[src/hdl/fmaPkg.sv]
//======================================
// FMA package: binary16 field widths,
// constants, word types and round modes
//======================================
package fmaPkg;

    localparam int halfWidth = 16;
    localparam int expWidth  = 5;
    localparam int fracWidth = 10;
    localparam int sigWidth  = fracWidth + 1;
    localparam int prodWidth = 2 * sigWidth;
    // Product plus one carry bit and one sticky bit
    localparam int sumWidth  = prodWidth + 2;
    localparam int expBias   = 15;

    typedef logic [halfWidth-1:0] halfT;
    typedef logic [expWidth-1:0]  expT;
    typedef logic [expWidth:0]    wideExpT;
    typedef logic [sigWidth-1:0]  sigT;
    typedef logic [prodWidth-1:0] prodT;
    typedef logic [sumWidth-1:0]  sumT;

    typedef enum logic [1:0] {
        rz  = 2'd0,
        rne = 2'd1,
        rn  = 2'd2,
        rp  = 2'd3
    } roundModeT;

    // Quiet NaN returned for every NaN result
    localparam halfT canonicalNaN = 16'h7E00;
    // Largest finite magnitude, sign bit excluded
    localparam logic [halfWidth-2:0] maxFiniteMag = 15'h7BFF;

    // Bit positions inside the flags word
    localparam int flagInvalid   = 3;
    localparam int flagOverflow  = 2;
    localparam int flagUnderflow = 1;
    localparam int flagInexact   = 0;

endpackage

[src/hdl/alignAdder.sv]
`timescale 1ns/100ps
//======================================
// Aligns the product and C, then adds
// or subtracts the significands
//======================================
module alignAdder (
    input  logic            productSign,
    input  fmaPkg::wideExpT productExp,
    input  fmaPkg::prodT    productSig,
    input  logic            productNegative,
    input  logic            productZero,
    input  logic            productOperandInf,
    input  logic            signC,
    input  fmaPkg::expT     expC,
    input  fmaPkg::sigT     sigC,
    output logic            signMismatch,
    output logic            stickyA,
    output logic            stickyB,
    output logic            sumSign,
    output fmaPkg::expT     sumExp,
    output fmaPkg::sumT     sumSig
);
    import fmaPkg::*;

    // Guard field below the product LSB that catches shifted bits
    localparam int guardBits  = 20;
    localparam int alignWidth = prodWidth + guardBits;

    wideExpT               expDiff;
    wideExpT               shiftA, shiftB;
    logic                  cGreater;
    logic [alignWidth-1:0] extA, extB;
    logic [alignWidth-1:0] alignedA, alignedB;
    logic [alignWidth-1:0] lostMaskA, lostMaskB;
    sumT                   addA, addB;
    sumT                   stdSum, revSum;
    logic                  useRev;

    assign expDiff  = productExp - {1'b0, expC};
    // A zero or underflowed product never sets the exponent
    assign cGreater = expDiff[expWidth] | productNegative | productZero;
    assign shiftA   = cGreater ? -expDiff : '0;
    assign shiftB   = cGreater ? '0 : expDiff;

    // C sits one bit lower so both hold 1.0 at the same weight
    assign extA     = {productSig, {guardBits{1'b0}}};
    assign extB     = {1'b0, sigC, {(alignWidth-sigWidth-1){1'b0}}};
    assign alignedA = extA >> shiftA;
    assign alignedB = extB >> shiftB;

    // Bits pushed past the guard field are gone but still count as sticky
    assign lostMaskA = ~({alignWidth{1'b1}} << shiftA);
    assign lostMaskB = ~({alignWidth{1'b1}} << shiftB);
    assign stickyA   = (|alignedA[guardBits-1:0]) | (|(extA & lostMaskA));
    assign stickyB   = (|alignedB[guardBits-1:0]) | (|(extB & lostMaskB));

    assign signMismatch = productSign ^ signC;
    assign addA = {1'b0, alignedA[alignWidth-1:guardBits], stickyA};
    assign addB = {1'b0, alignedB[alignWidth-1:guardBits], stickyB};

    // Carry into the top bit on subtraction is discarded by the normalizer
    assign stdSum = addA + (signMismatch ? {1'b0, ~addB[sumWidth-2:0]} : addB)
                  + sumT'(signMismatch);
    assign revSum = addB - addA;

    // C dominates, so take C minus product to keep the magnitude positive
    assign useRev  = signMismatch & ~revSum[sumWidth-1];
    assign sumSig  = useRev ? revSum : stdSum;
    assign sumSign = productSign ^ (useRev & ~productOperandInf);
    assign sumExp  = cGreater ? expC : productExp[expWidth-1:0];

endmodule

[src/hdl/fma16.sv]
`timescale 1ns/100ps
//======================================
// Half-precision FMA top, A * B + C
// with one registered output stage
//======================================
module fma16 (
    input  logic              clk,
    input  logic              rstN,
    input  fmaPkg::halfT      operandA,
    input  fmaPkg::halfT      operandB,
    input  fmaPkg::halfT      operandC,
    input  logic              mul,
    input  logic              add,
    input  fmaPkg::roundModeT roundMode,
    output fmaPkg::halfT      result,
    output logic [3:0]        flags
);
    import fmaPkg::*;

    // Effective operand fields
    logic                 signA, signB, signC;
    expT                  expA, expB, expC;
    sigT                  sigA, sigB, sigC;
    logic                 productZero;
    logic                 productOperandInf;

    // Product stage
    logic                 productSign;
    wideExpT              productExp;
    prodT                 productSig;
    logic                 productOverflow;
    logic                 productNegative;

    // Accumulate stage
    logic                 signMismatch;
    logic                 stickyA, stickyB;
    logic                 sumSign;
    expT                  sumExp;
    sumT                  sumSig;

    // Normalize and round
    sumT                  normSig;
    expT                  normExp;
    logic                 normOverflow;
    expT                  roundedExp;
    logic [fracWidth-1:0] roundedFrac;
    logic                 inexactRound;

    fmaControl u_control (
        .clk, .rstN, .operandA, .operandB, .operandC, .mul, .add, .roundMode,
        .productSign, .productOverflow, .sumSign, .signMismatch, .normOverflow,
        .roundedExp, .roundedFrac, .inexactRound,
        .signA, .signB, .signC, .expA, .expB, .expC, .sigA, .sigB, .sigC,
        .productZero, .productOperandInf, .result, .flags
    );

    productUnit u_product (
        .signA, .signB, .expA, .expB, .sigA, .sigB, .productZero,
        .productSign, .productExp, .productSig, .productOverflow, .productNegative
    );

    alignAdder u_align (
        .productSign, .productExp, .productSig, .productNegative, .productZero,
        .productOperandInf, .signC, .expC, .sigC,
        .signMismatch, .stickyA, .stickyB, .sumSign, .sumExp, .sumSig
    );

    normalizer u_norm (
        .sumSig, .sumExp, .signMismatch, .normSig, .normExp, .normOverflow
    );

    rounder u_round (
        .roundMode, .normExp, .normSig, .stickyA, .stickyB,
        .preRoundOverflow(productOverflow | normOverflow),
        .roundedExp, .roundedFrac, .inexactRound
    );

endmodule

[src/hdl/fmaControl.sv]
`timescale 1ns/100ps
//======================================
// FMA control: operand decode, special
// cases, flags and the output register
//======================================
module fmaControl (
    input  logic                         clk,
    input  logic                         rstN,
    input  fmaPkg::halfT                 operandA,
    input  fmaPkg::halfT                 operandB,
    input  fmaPkg::halfT                 operandC,
    input  logic                         mul,
    input  logic                         add,
    input  fmaPkg::roundModeT            roundMode,
    input  logic                         productSign,
    input  logic                         productOverflow,
    input  logic                         sumSign,
    input  logic                         signMismatch,
    input  logic                         normOverflow,
    input  fmaPkg::expT                  roundedExp,
    input  logic [fmaPkg::fracWidth-1:0] roundedFrac,
    input  logic                         inexactRound,
    output logic                         signA,
    output logic                         signB,
    output logic                         signC,
    output fmaPkg::expT                  expA,
    output fmaPkg::expT                  expB,
    output fmaPkg::expT                  expC,
    output fmaPkg::sigT                  sigA,
    output fmaPkg::sigT                  sigB,
    output fmaPkg::sigT                  sigC,
    output logic                         productZero,
    output logic                         productOperandInf,
    output fmaPkg::halfT                 result,
    output logic [3:0]                   flags
);
    import fmaPkg::*;

    // Stand-in for B when only an addition is requested
    localparam halfT oneWord = {1'b0, expWidth'(expBias), {fracWidth{1'b0}}};

    halfT                 effB, effC;
    logic [fracWidth-1:0] fracA, fracB, fracC;
    logic                 nanA, nanB, nanC;
    logic                 infA, infB, infC;
    logic                 zeroA, zeroB;
    logic                 invalidOp;
    logic                 arithSel;
    logic                 zeroSign;
    halfT                 nextResult;
    logic [3:0]           nextFlags;

    assign effB = mul ? operandB : oneWord;
    assign effC = add ? operandC : '0;

    assign signA = operandA[halfWidth-1];
    assign signB = effB[halfWidth-1];
    assign signC = effC[halfWidth-1];
    assign expA  = operandA[halfWidth-2 -: expWidth];
    assign expB  = effB[halfWidth-2 -: expWidth];
    assign expC  = effC[halfWidth-2 -: expWidth];
    assign fracA = operandA[fracWidth-1:0];
    assign fracB = effB[fracWidth-1:0];
    assign fracC = effC[fracWidth-1:0];

    // C only gets its hidden bit when it is nonzero
    assign sigA = {1'b1, fracA};
    assign sigB = {1'b1, fracB};
    assign sigC = {|effC[halfWidth-2:0], fracC};

    assign nanA  = (&expA) & (|fracA);
    assign nanB  = (&expB) & (|fracB);
    assign nanC  = (&expC) & (|fracC);
    assign infA  = (&expA) & ~(|fracA);
    assign infB  = (&expB) & ~(|fracB);
    assign infC  = (&expC) & ~(|fracC);
    assign zeroA = ~(|expA) & ~(|fracA);
    assign zeroB = ~(|expB) & ~(|fracB);

    assign productZero       = zeroA | zeroB;
    assign productOperandInf = infA | infB;

    // Exact zero: product sign alone, else -0 only for round toward negative
    assign zeroSign = ~add ? productSign : (signMismatch ? (roundMode == rn) : sumSign);

    always_comb begin
        invalidOp = 1'b0;
        arithSel  = 1'b0;
        if ((zeroA & infB) | (infA & zeroB)) begin
            nextResult = canonicalNaN;
            invalidOp  = 1'b1;
        end else if (nanA | nanB | nanC) begin
            nextResult = canonicalNaN;
        end else if (productOperandInf) begin
            // Infinite product meeting an opposite infinity
            if (infC & signMismatch) begin
                nextResult = canonicalNaN;
                invalidOp  = 1'b1;
            end else begin
                nextResult = {productSign, {expWidth{1'b1}}, {fracWidth{1'b0}}};
            end
        end else if (infC) begin
            nextResult = {signC, {expWidth{1'b1}}, {fracWidth{1'b0}}};
        end else begin
            arithSel = 1'b1;
            if (roundedExp == '0 && roundedFrac == '0) begin
                nextResult = {zeroSign, {(halfWidth-1){1'b0}}};
            end else begin
                nextResult = {sumSign, roundedExp, roundedFrac};
            end
        end
    end

    always_comb begin
        nextFlags = '0;
        // Signalling NaNs have the quiet bit clear
        nextFlags[flagInvalid]   = invalidOp | (nanA & ~fracA[fracWidth-1])
                                 | (nanB & ~fracB[fracWidth-1])
                                 | (nanC & ~fracC[fracWidth-1]);
        nextFlags[flagOverflow]  = arithSel & (productOverflow | normOverflow);
        nextFlags[flagUnderflow] = 1'b0;   // no subnormal support
        nextFlags[flagInexact]   = arithSel & (inexactRound | productOverflow | normOverflow);
    end

    always_ff @(posedge clk) begin
        if (!rstN) begin
            result <= '0;
            flags  <= '0;
        end else begin
            result <= nextResult;
            flags  <= nextFlags;
        end
    end

endmodule

[src/hdl/normalizer.sv]
`timescale 1ns/100ps
//======================================
// Leading-one search, normalization
// shift and exponent adjustment
//======================================
module normalizer (
    input  fmaPkg::sumT sumSig,
    input  fmaPkg::expT sumExp,
    input  logic        signMismatch,
    output fmaPkg::sumT normSig,
    output fmaPkg::expT normExp,
    output logic        normOverflow
);
    import fmaPkg::*;

    // Sum bit that carries the weight 1.0
    localparam int leadRef = sumWidth - 3;

    logic                 carryOut;
    logic                 found;
    logic                 flush;
    logic [4:0]           leadPos, leadTop, shiftAmt;
    logic [expWidth+1:0]  adjExp;

    // Top bit is a real carry only for an effective addition
    assign carryOut = sumSig[sumWidth-1] & ~signMismatch;

    always_comb begin
        found   = 1'b0;
        leadPos = '0;
        for (int i = 0; i < sumWidth - 1; i++) begin
            if (sumSig[i]) begin
                found   = 1'b1;
                leadPos = 5'(i);
            end
        end
    end

    assign leadTop  = carryOut ? 5'(sumWidth - 1) : leadPos;
    // Leading one leaves through the top, fraction lands just below it
    assign shiftAmt = 5'(sumWidth - 1) - leadTop;
    assign adjExp   = {2'b0, sumExp} + {2'b0, leadTop} - 7'(leadRef);

    // Zero sums and exponents at or below zero flush to signed zero
    assign flush = ~(found | carryOut) | adjExp[expWidth+1] | (adjExp == '0);

    assign normOverflow = ~flush & (adjExp >= {2'b0, {expWidth{1'b1}}});
    assign normExp      = flush ? '0 : adjExp[expWidth-1:0];
    assign normSig      = flush ? '0 : sumSig << shiftAmt;

endmodule

[src/hdl/productUnit.sv]
`timescale 1ns/100ps
//======================================
// Product of A and B: sign, biased
// exponent sum and significand product
//======================================
module productUnit (
    input  logic            signA,
    input  logic            signB,
    input  fmaPkg::expT     expA,
    input  fmaPkg::expT     expB,
    input  fmaPkg::sigT     sigA,
    input  fmaPkg::sigT     sigB,
    input  logic            productZero,
    output logic            productSign,
    output fmaPkg::wideExpT productExp,
    output fmaPkg::prodT    productSig,
    output logic            productOverflow,
    output logic            productNegative
);
    import fmaPkg::*;

    wideExpT expSum;

    assign productSign = signA ^ signB;
    assign expSum      = {1'b0, expA} + {1'b0, expB};

    assign productExp  = productZero ? '0 : expSum - wideExpT'(expBias);
    assign productSig  = productZero ? '0 : sigA * sigB;

    // Top bit set after removing the bias: too large if the raw sum was
    // already past the field, wrapped below zero otherwise
    assign productOverflow = productExp[expWidth] & expSum[expWidth];
    assign productNegative = productExp[expWidth] & ~expSum[expWidth];

endmodule

[src/hdl/rounder.sv]
`timescale 1ns/100ps
//======================================
// Truncating rounder with inexact
// detection and overflow saturation
//======================================
module rounder (
    input  fmaPkg::roundModeT            roundMode,
    input  fmaPkg::expT                  normExp,
    input  fmaPkg::sumT                  normSig,
    input  logic                         stickyA,
    input  logic                         stickyB,
    input  logic                         preRoundOverflow,
    output fmaPkg::expT                  roundedExp,
    output logic [fmaPkg::fracWidth-1:0] roundedFrac,
    output logic                         inexactRound
);
    import fmaPkg::*;

    // Lowest kept fraction bit of the normalized sum
    localparam int fracLsb = sumWidth - 1 - fracWidth;

    logic guardBit, roundBit, stickyBit;

    assign guardBit  = normSig[fracLsb-1];
    assign roundBit  = normSig[fracLsb-2];
    assign stickyBit = |normSig[fracLsb-3:0];

    assign inexactRound = guardBit | roundBit | stickyBit | stickyA | stickyB;

    always_comb begin
        if (!preRoundOverflow) begin
            roundedExp  = normExp;
            roundedFrac = normSig[sumWidth-2:fracLsb];
        end else if (roundMode == rz) begin
            {roundedExp, roundedFrac} = maxFiniteMag;
        end else begin
            // All other modes overflow to infinity
            roundedExp  = '1;
            roundedFrac = '0;
        end
    end

endmodule

[config.mk]
export PLATFORM = sky130hd
export DESIGN_NAME = fma16
export DESIGN_NICKNAME = d
export VERILOG_FILES = /design/src/hdl/fmaPkg.sv /design/src/hdl/alignAdder.sv /design/src/hdl/fma16.sv /design/src/hdl/fmaControl.sv /design/src/hdl/normalizer.sv /design/src/hdl/productUnit.sv /design/src/hdl/rounder.sv
export SDC_FILE = /design/constraint.sdc
export NUM_CORES = 1
export LEC_CHECK = 0
export BUFFER_PORTS_ARGS = -buffer_cell sky130_fd_sc_hd__clkbuf_2
export CAP_MARGIN = 20
export CORE_MARGIN = 2
export CORE_UTILIZATION = 44
export DETAILED_ROUTE_END_ITERATION = 10
export PLACE_DENSITY = 0.62
export SLEW_MARGIN = 20
export SYNTH_ARGS = -nofsm -noshare
export SYNTH_HDL_FRONTEND = slang
export SYNTH_SLANG_ARGS = --single-unit
[constraint.sdc]
create_clock -name clk -period 13.9 [get_ports clk]
set_input_delay 0.695 -clock clk [delete_from_list [all_inputs] [get_ports clk]]
set_output_delay 0.695 -clock clk [all_outputs]
set_load 0.02 [all_outputs]
==> impl_metrics.env, run 1 <==
export IMPL_ys_types=106
export IMPL_cts_sinks=19
export IMPL_grt_pass1_wl_um=98000
export IMPL_avgSynthCellArea_um2=6.93
export IMPL_end_kind="register"
export IMPL_cts_hold_buf=0
export IMPL_synthesis_area_um2=14900
export IMPL_cp_data_required_time_ns=14.08
export IMPL_cpLargestDelayFamily="compound AO/OA/AOI/OAI gates"
export IMPL_drtIter0Drc=1713
export IMPL_ys_flop_type="dfxtp_1"
export IMPL_dp_slack_ns=-0.791
export IMPL_ys_seq_area_frac=0.0255
export IMPL_hpwl_um=51400
export IMPL_start_util=0.446
export IMPL_met3_usage=0.0429
export IMPL_status="finished, final reports clean"
export IMPL_design_die_area_um2=35400
export IMPL_max_slew_margin=0.349
export IMPL_path_buf_inv=13
export IMPL_htree_num_levels=1
export IMPL_rsz0062_at_grt="yes"
export IMPL_layout_common_cells="buf_4, nand2_1, inv_1, nor2_1, a21oi_1"
export IMPL_cts_tree="done"
export IMPL_area_delta_synth_final_pct=28.5
export IMPL_syn_inst=2153
export IMPL_core_um2=33400
export IMPL_worst_slack_ns=0.145
export IMPL_grt_busiest_layer="met2"
export IMPL_setup_violations=0
export IMPL_fmax_mhz=72.7
export IMPL_grt_usage=0.345
export IMPL_timing_final_hold_violations=0
export IMPL_hold_path_class="input pin to register"
export IMPL_drive_gt1_frac=0.259
export IMPL_rows=67
export IMPL_grt_pass1_vias=17474
export IMPL_nets=2751
export IMPL_overflow=0
export IMPL_ys_warn_count=0
export IMPL_grtUsageMet2=0.571
export IMPL_routed_wl_um=63000
export IMPL_min_period_ns=13.75
export IMPL_dr_pass1_iters=6
export IMPL_ant_nets=0
export IMPL_num_fill_cells=3246
export IMPL_fin_crit_sh=0.990
export IMPL_grt_util_met1=0.461
export IMPL_grt_antenna_before_repair=1
export IMPL_place_gp_congestion=1.00
export IMPL_cts_buffers=3
export IMPL_whs_ns=0.851
export IMPL_syn_nets=2415
export IMPL_synth_edf_count=0
export IMPL_worst_pin_slew_ns=0.972
export IMPL_drc=0
export IMPL_arrival_ns=13.93
export IMPL_wire_per_inst_um=21.5
export IMPL_worst_setup_path_start_kind="input pin"
export IMPL_maxCapViolations=0
export IMPL_path_class="input pin to register"
export IMPL_cts_root_buf="clkbuf_16"
export IMPL_via_per_inst=6.18
export IMPL_max_clock_path_buffers=2
export IMPL_ios=74
export IMPL_min_from="rstN"
export IMPL_critPathMaxFanout=10
export IMPL_die_x_um=188
export IMPL_routed_via_count=18143
export IMPL_crit_path_max_incr_delay_ns=0.67
export IMPL_ys_ff_latch=19
export IMPL_slowest_stage="fa_2"
export IMPL_grt_max_degree=39
export IMPL_io_buffer_count=72
export IMPL_cp_startpoint="mul"
export IMPL_synthArstFlopShare=0
export IMPL_die_h_um=188
export IMPL_finalMaxSlewViolations=0
export IMPL_final_common_cell="buf_4"
export IMPL_clk_pin_slew_worst_paths_ns=0.05
what timing repair did:
item / 4_1_cts / 5_1_grt
gates cloned: 0 / 3
resized for setup: 37 / 130
setup endpoints to repair: 8 / 17
setup buffers: 1 / 27
pin swaps: 8 / 76
metal layers:
layer,wire [µm],share of wire
met1,27400,0.44
met2,29000,0.46
met3,4230,0.067
met4,2310,0.037
met5,0,0
flip-flops by register name (all words and copies together) (netlist names):
signal	flops
u_control.flags	3
u_control.result	16
cells in the mapped netlist (44+ instances only):
| cell type | n | area (µm²) |
|---|---|---|
| a21oi_1 | 144 | 721 |
| o21ai_0 | 107 | 536 |
| xnor2_1 | 65 | 569 |
| a211oi_1 | 44 | 330 |
| nor3_1 | 67 | 335 |
| ha_1 | 123 | 1540 |
| clkbuf_1 | 98 | 368 |
| nand2_1 | 221 | 830 |
| and3_1 | 54 | 338 |
| nand3_1 | 52 | 260 |
| a21o_1 | 45 | 338 |
| inv_1 | 193 | 724 |
| o211ai_1 | 44 | 330 |
| nor2_1 | 170 | 638 |
| and2_1 | 45 | 282 |
| fa_1 | 85 | 1700 |
kinds of logic (layout without fill, tap and decap cells):
group                    after synthesis  after routing  synth area share
AND/OR/NAND/NOR                      789            789             0.264
AO/OA/AOI/OAI                        693            693             0.329
buffers and inverters                314            649            0.0821
adder cells (fa/ha/maj)              208            208             0.217
XOR/XNOR                              93             93            0.0561
multiplexers                          36             36            0.0253
flip-flops                            19             19            0.0255
other                                  1              2          0.000251
through the flow:
step                setup TNS (ns)   util  cells  instance area (µm²)
detailed placement           -5.73  0.540   2901                18100
global route                 -1.93  0.573   2936                19200
finish                           0  0.573   2937                19200
floorplan                        0      -   2153                15000
global placement             -2.85  0.540   2901                18100
CTS                              0  0.548   2906                18300
area by class of cell:
class                      count  area (µm²)  area share
multi-input combinational   1820       14100       0.735
inverter                     196         736      0.0384
tap                          448         561      0.0292
clock inverter                 1        5.00    0.000261
sequential                    19         380      0.0198
antenna                        1        2.50    0.000131
timing repair buffer         449        3320       0.173
clock buffer                   3        75.1     0.00392
final timing paths:
kind / to / cells past startpoint
setup / recovery: u_control.result[15] / 63
hold / removal: u_control.result[10] / 3
Power of run 1 is not shown: default switching activity piles up to over one toggle a cycle in this logic, so the estimate is an artifact.
==> inputs of run 2 (changes only) <==
--- a/config.mk
+++ b/config.mk
@@ -5,7 +5,7 @@
 export SDC_FILE = /design/constraint.sdc
 export NUM_CORES = 1
 export LEC_CHECK = 0
-export BUFFER_PORTS_ARGS = -buffer_cell sky130_fd_sc_hd__clkbuf_2
+export BUFFER_PORTS_ARGS = -buffer_cell sky130_fd_sc_hd__buf_2
 export CAP_MARGIN = 20
 export CORE_MARGIN = 2
 export CORE_UTILIZATION = 44
==> run 2 against run 1 <==
  * Maximum frequency up 2.1%
  * Final area is 1.3% lower
  * Flip-flop and latch count is the same
  * Global-route usage grew 0.25 points
==> impl_metrics.env, run 2 (same netlist as run 1, synthesis figures left out) <==
export IMPL_status="finished, final reports clean"
export IMPL_overflow=0
export IMPL_worst_setup_path_start_kind="input pin"
export IMPL_die_h_um=188
export IMPL_cp_startpoint="mul"
export IMPL_fin_cells=2912
export IMPL_core_um2=33400
export IMPL_ios=74
export IMPL_hold_path_class="input pin to register"
export IMPL_max_flop_register="u_control.result"
export IMPL_cts_root_buf="clkbuf_16"
export IMPL_placed_area_um2=17900
export IMPL_crit_path_max_incr_delay_ns=0.65
export IMPL_routed_wl_um=63500
export IMPL_final_cell_area_um2=18900
export IMPL_grt_max_degree=39
export IMPL_cp_common_cell="inv_1"
export IMPL_slowest_stage="fa_2"
export IMPL_grt_pass1_vias=17612
export IMPL_via_per_inst=6.24
export IMPL_setup_violations=0
export IMPL_place_gp_congestion=0.982
export IMPL_num_fill_cells=3270
export IMPL_grt_pass1_wl_um=98500
export IMPL_max_slew_margin=0.373
export IMPL_rsz0062_at_grt="yes"
export IMPL_min_period_ns=13.48
export IMPL_layout_common_cells="buf_4, nand2_1, inv_1, nor2_1, a21oi_1"
export IMPL_cts_buffers=3
export IMPL_maxCapViolations=0
export IMPL_wire_per_inst_um=21.8
export IMPL_top_regs="u_control.result (16), u_control.flags (3)"
export IMPL_end_kind="register"
export IMPL_cts_hold_buf=0
export IMPL_drive_gt1_frac=0.253
export IMPL_drtIter0Drc=1765
export IMPL_die_x_um=188
export IMPL_timing_final_hold_violations=0
export IMPL_io_buffer_count=72
export IMPL_nets=2726
export IMPL_drc=0
export IMPL_fin_crit_sh=0.970
export IMPL_arrival_ns=13.66
export IMPL_fmax_mhz=74.2
export IMPL_path_class="input pin to register"
export IMPL_design_die_area_um2=35400
export IMPL_area_delta_synth_final_pct=26.9
export IMPL_cts_tree="done"
export IMPL_rows=67
export IMPL_hpwl_um=51700
export IMPL_htree_num_levels=1
export IMPL_grt_usage=0.347
export IMPL_dpl_cell_count=2884
export IMPL_endpoint="u_control.result[15]"
export IMPL_largest_register_ffs=16
export IMPL_start_util=0.446
export IMPL_grt_antenna_before_repair=1
export IMPL_critPathMaxFanout=10
export IMPL_final_common_cell="buf_4"
export IMPL_ant_nets=0
export IMPL_finalMaxSlewViolations=0
export IMPL_cp_data_required_time_ns=14.08
export IMPL_routed_via_count=18180
export IMPL_clk_pin_slew_worst_paths_ns=0.05
export IMPL_cts_sinks=19
export IMPL_worst_pin_slew_ns=0.939
export IMPL_max_clock_path_buffers=2
export IMPL_whs_ns=0.850
export IMPL_fin_tns_setup_ns=0
export IMPL_dr_pass1_iters=5
run 2: cell type report:
type                            count  area, µm²  share of cell area
Antenna cell                        1       2.50            0.000132
Clock buffer                        3       75.1             0.00397
Clock inverter                      1       5.00            0.000264
Inverter                          196        736              0.0389
Multi-Input combinational cell   1820      14100               0.744
Sequential cell                    19        380              0.0201
Tap cell                          448        561              0.0296
Timing Repair Buffer              424       3090               0.163
run 2: routing by layer:
| metal | vias to the layer above | share of wire | GRT usage | routed length (µm) |
|---|---|---|---|---|
| li1 | 8510 | - | - | - |
| met1 | 8711 | 0.43 | 0.473 | 27300 |
| met2 | 810 | 0.45 | 0.565 | 28700 |
| met3 | 147 | 0.070 | 0.0318 | 4420 |
| met4 | 2 | 0.047 | 0.137 | 3010 |
| met5 | - | 0.00019 | 0 | 12 |
run 2: worst min path at each step:
stage	start	to	slack (ns)	depth (start not counted)
global route	rstN	u_control.result[13]	0.90	3
global placement	rstN	u_control.result[9]	1.07	3
CTS	rstN	u_control.result[13]	0.84	3
floorplan	rstN	u_control.result[9]	0.90	2
detailed placement	rstN	u_control.result[13]	1.09	3
finish	rstN	u_control.result[13]	0.85	3
run 2: per-stage QoR:
| step | worst slack (ns) | utilization |
|---|---|---|
| finish | 0.422 | 0.566 |
| global route | -0.153 | 0.566 |
| CTS | 0.0151 | 0.542 |
| detailed placement | -0.526 | 0.536 |
| global placement | -0.381 | 0.536 |
| floorplan | 0.0176 | - |
run 2: critical path, delay by kind of cell:
family                     cells  cell delay [ns]
muxes                          2             0.32
and+or+nand+nor               18             3.48
AOI/OAI and AO/OA             22             3.91
adders and majority gates      9             3.51
buffers and inverters         16             1.75
run 2: timing repair:
| action | in CTS | in global routing |
|---|---|---|
| gates cloned | 0 | 2 |
| setup buffers | 3 | 18 |
| pin swaps | 4 | 47 |
| gates resized for setup | 29 | 139 |
| setup endpoints to repair | 8 | 18 |
Power of run 2 is left out for the same reason.
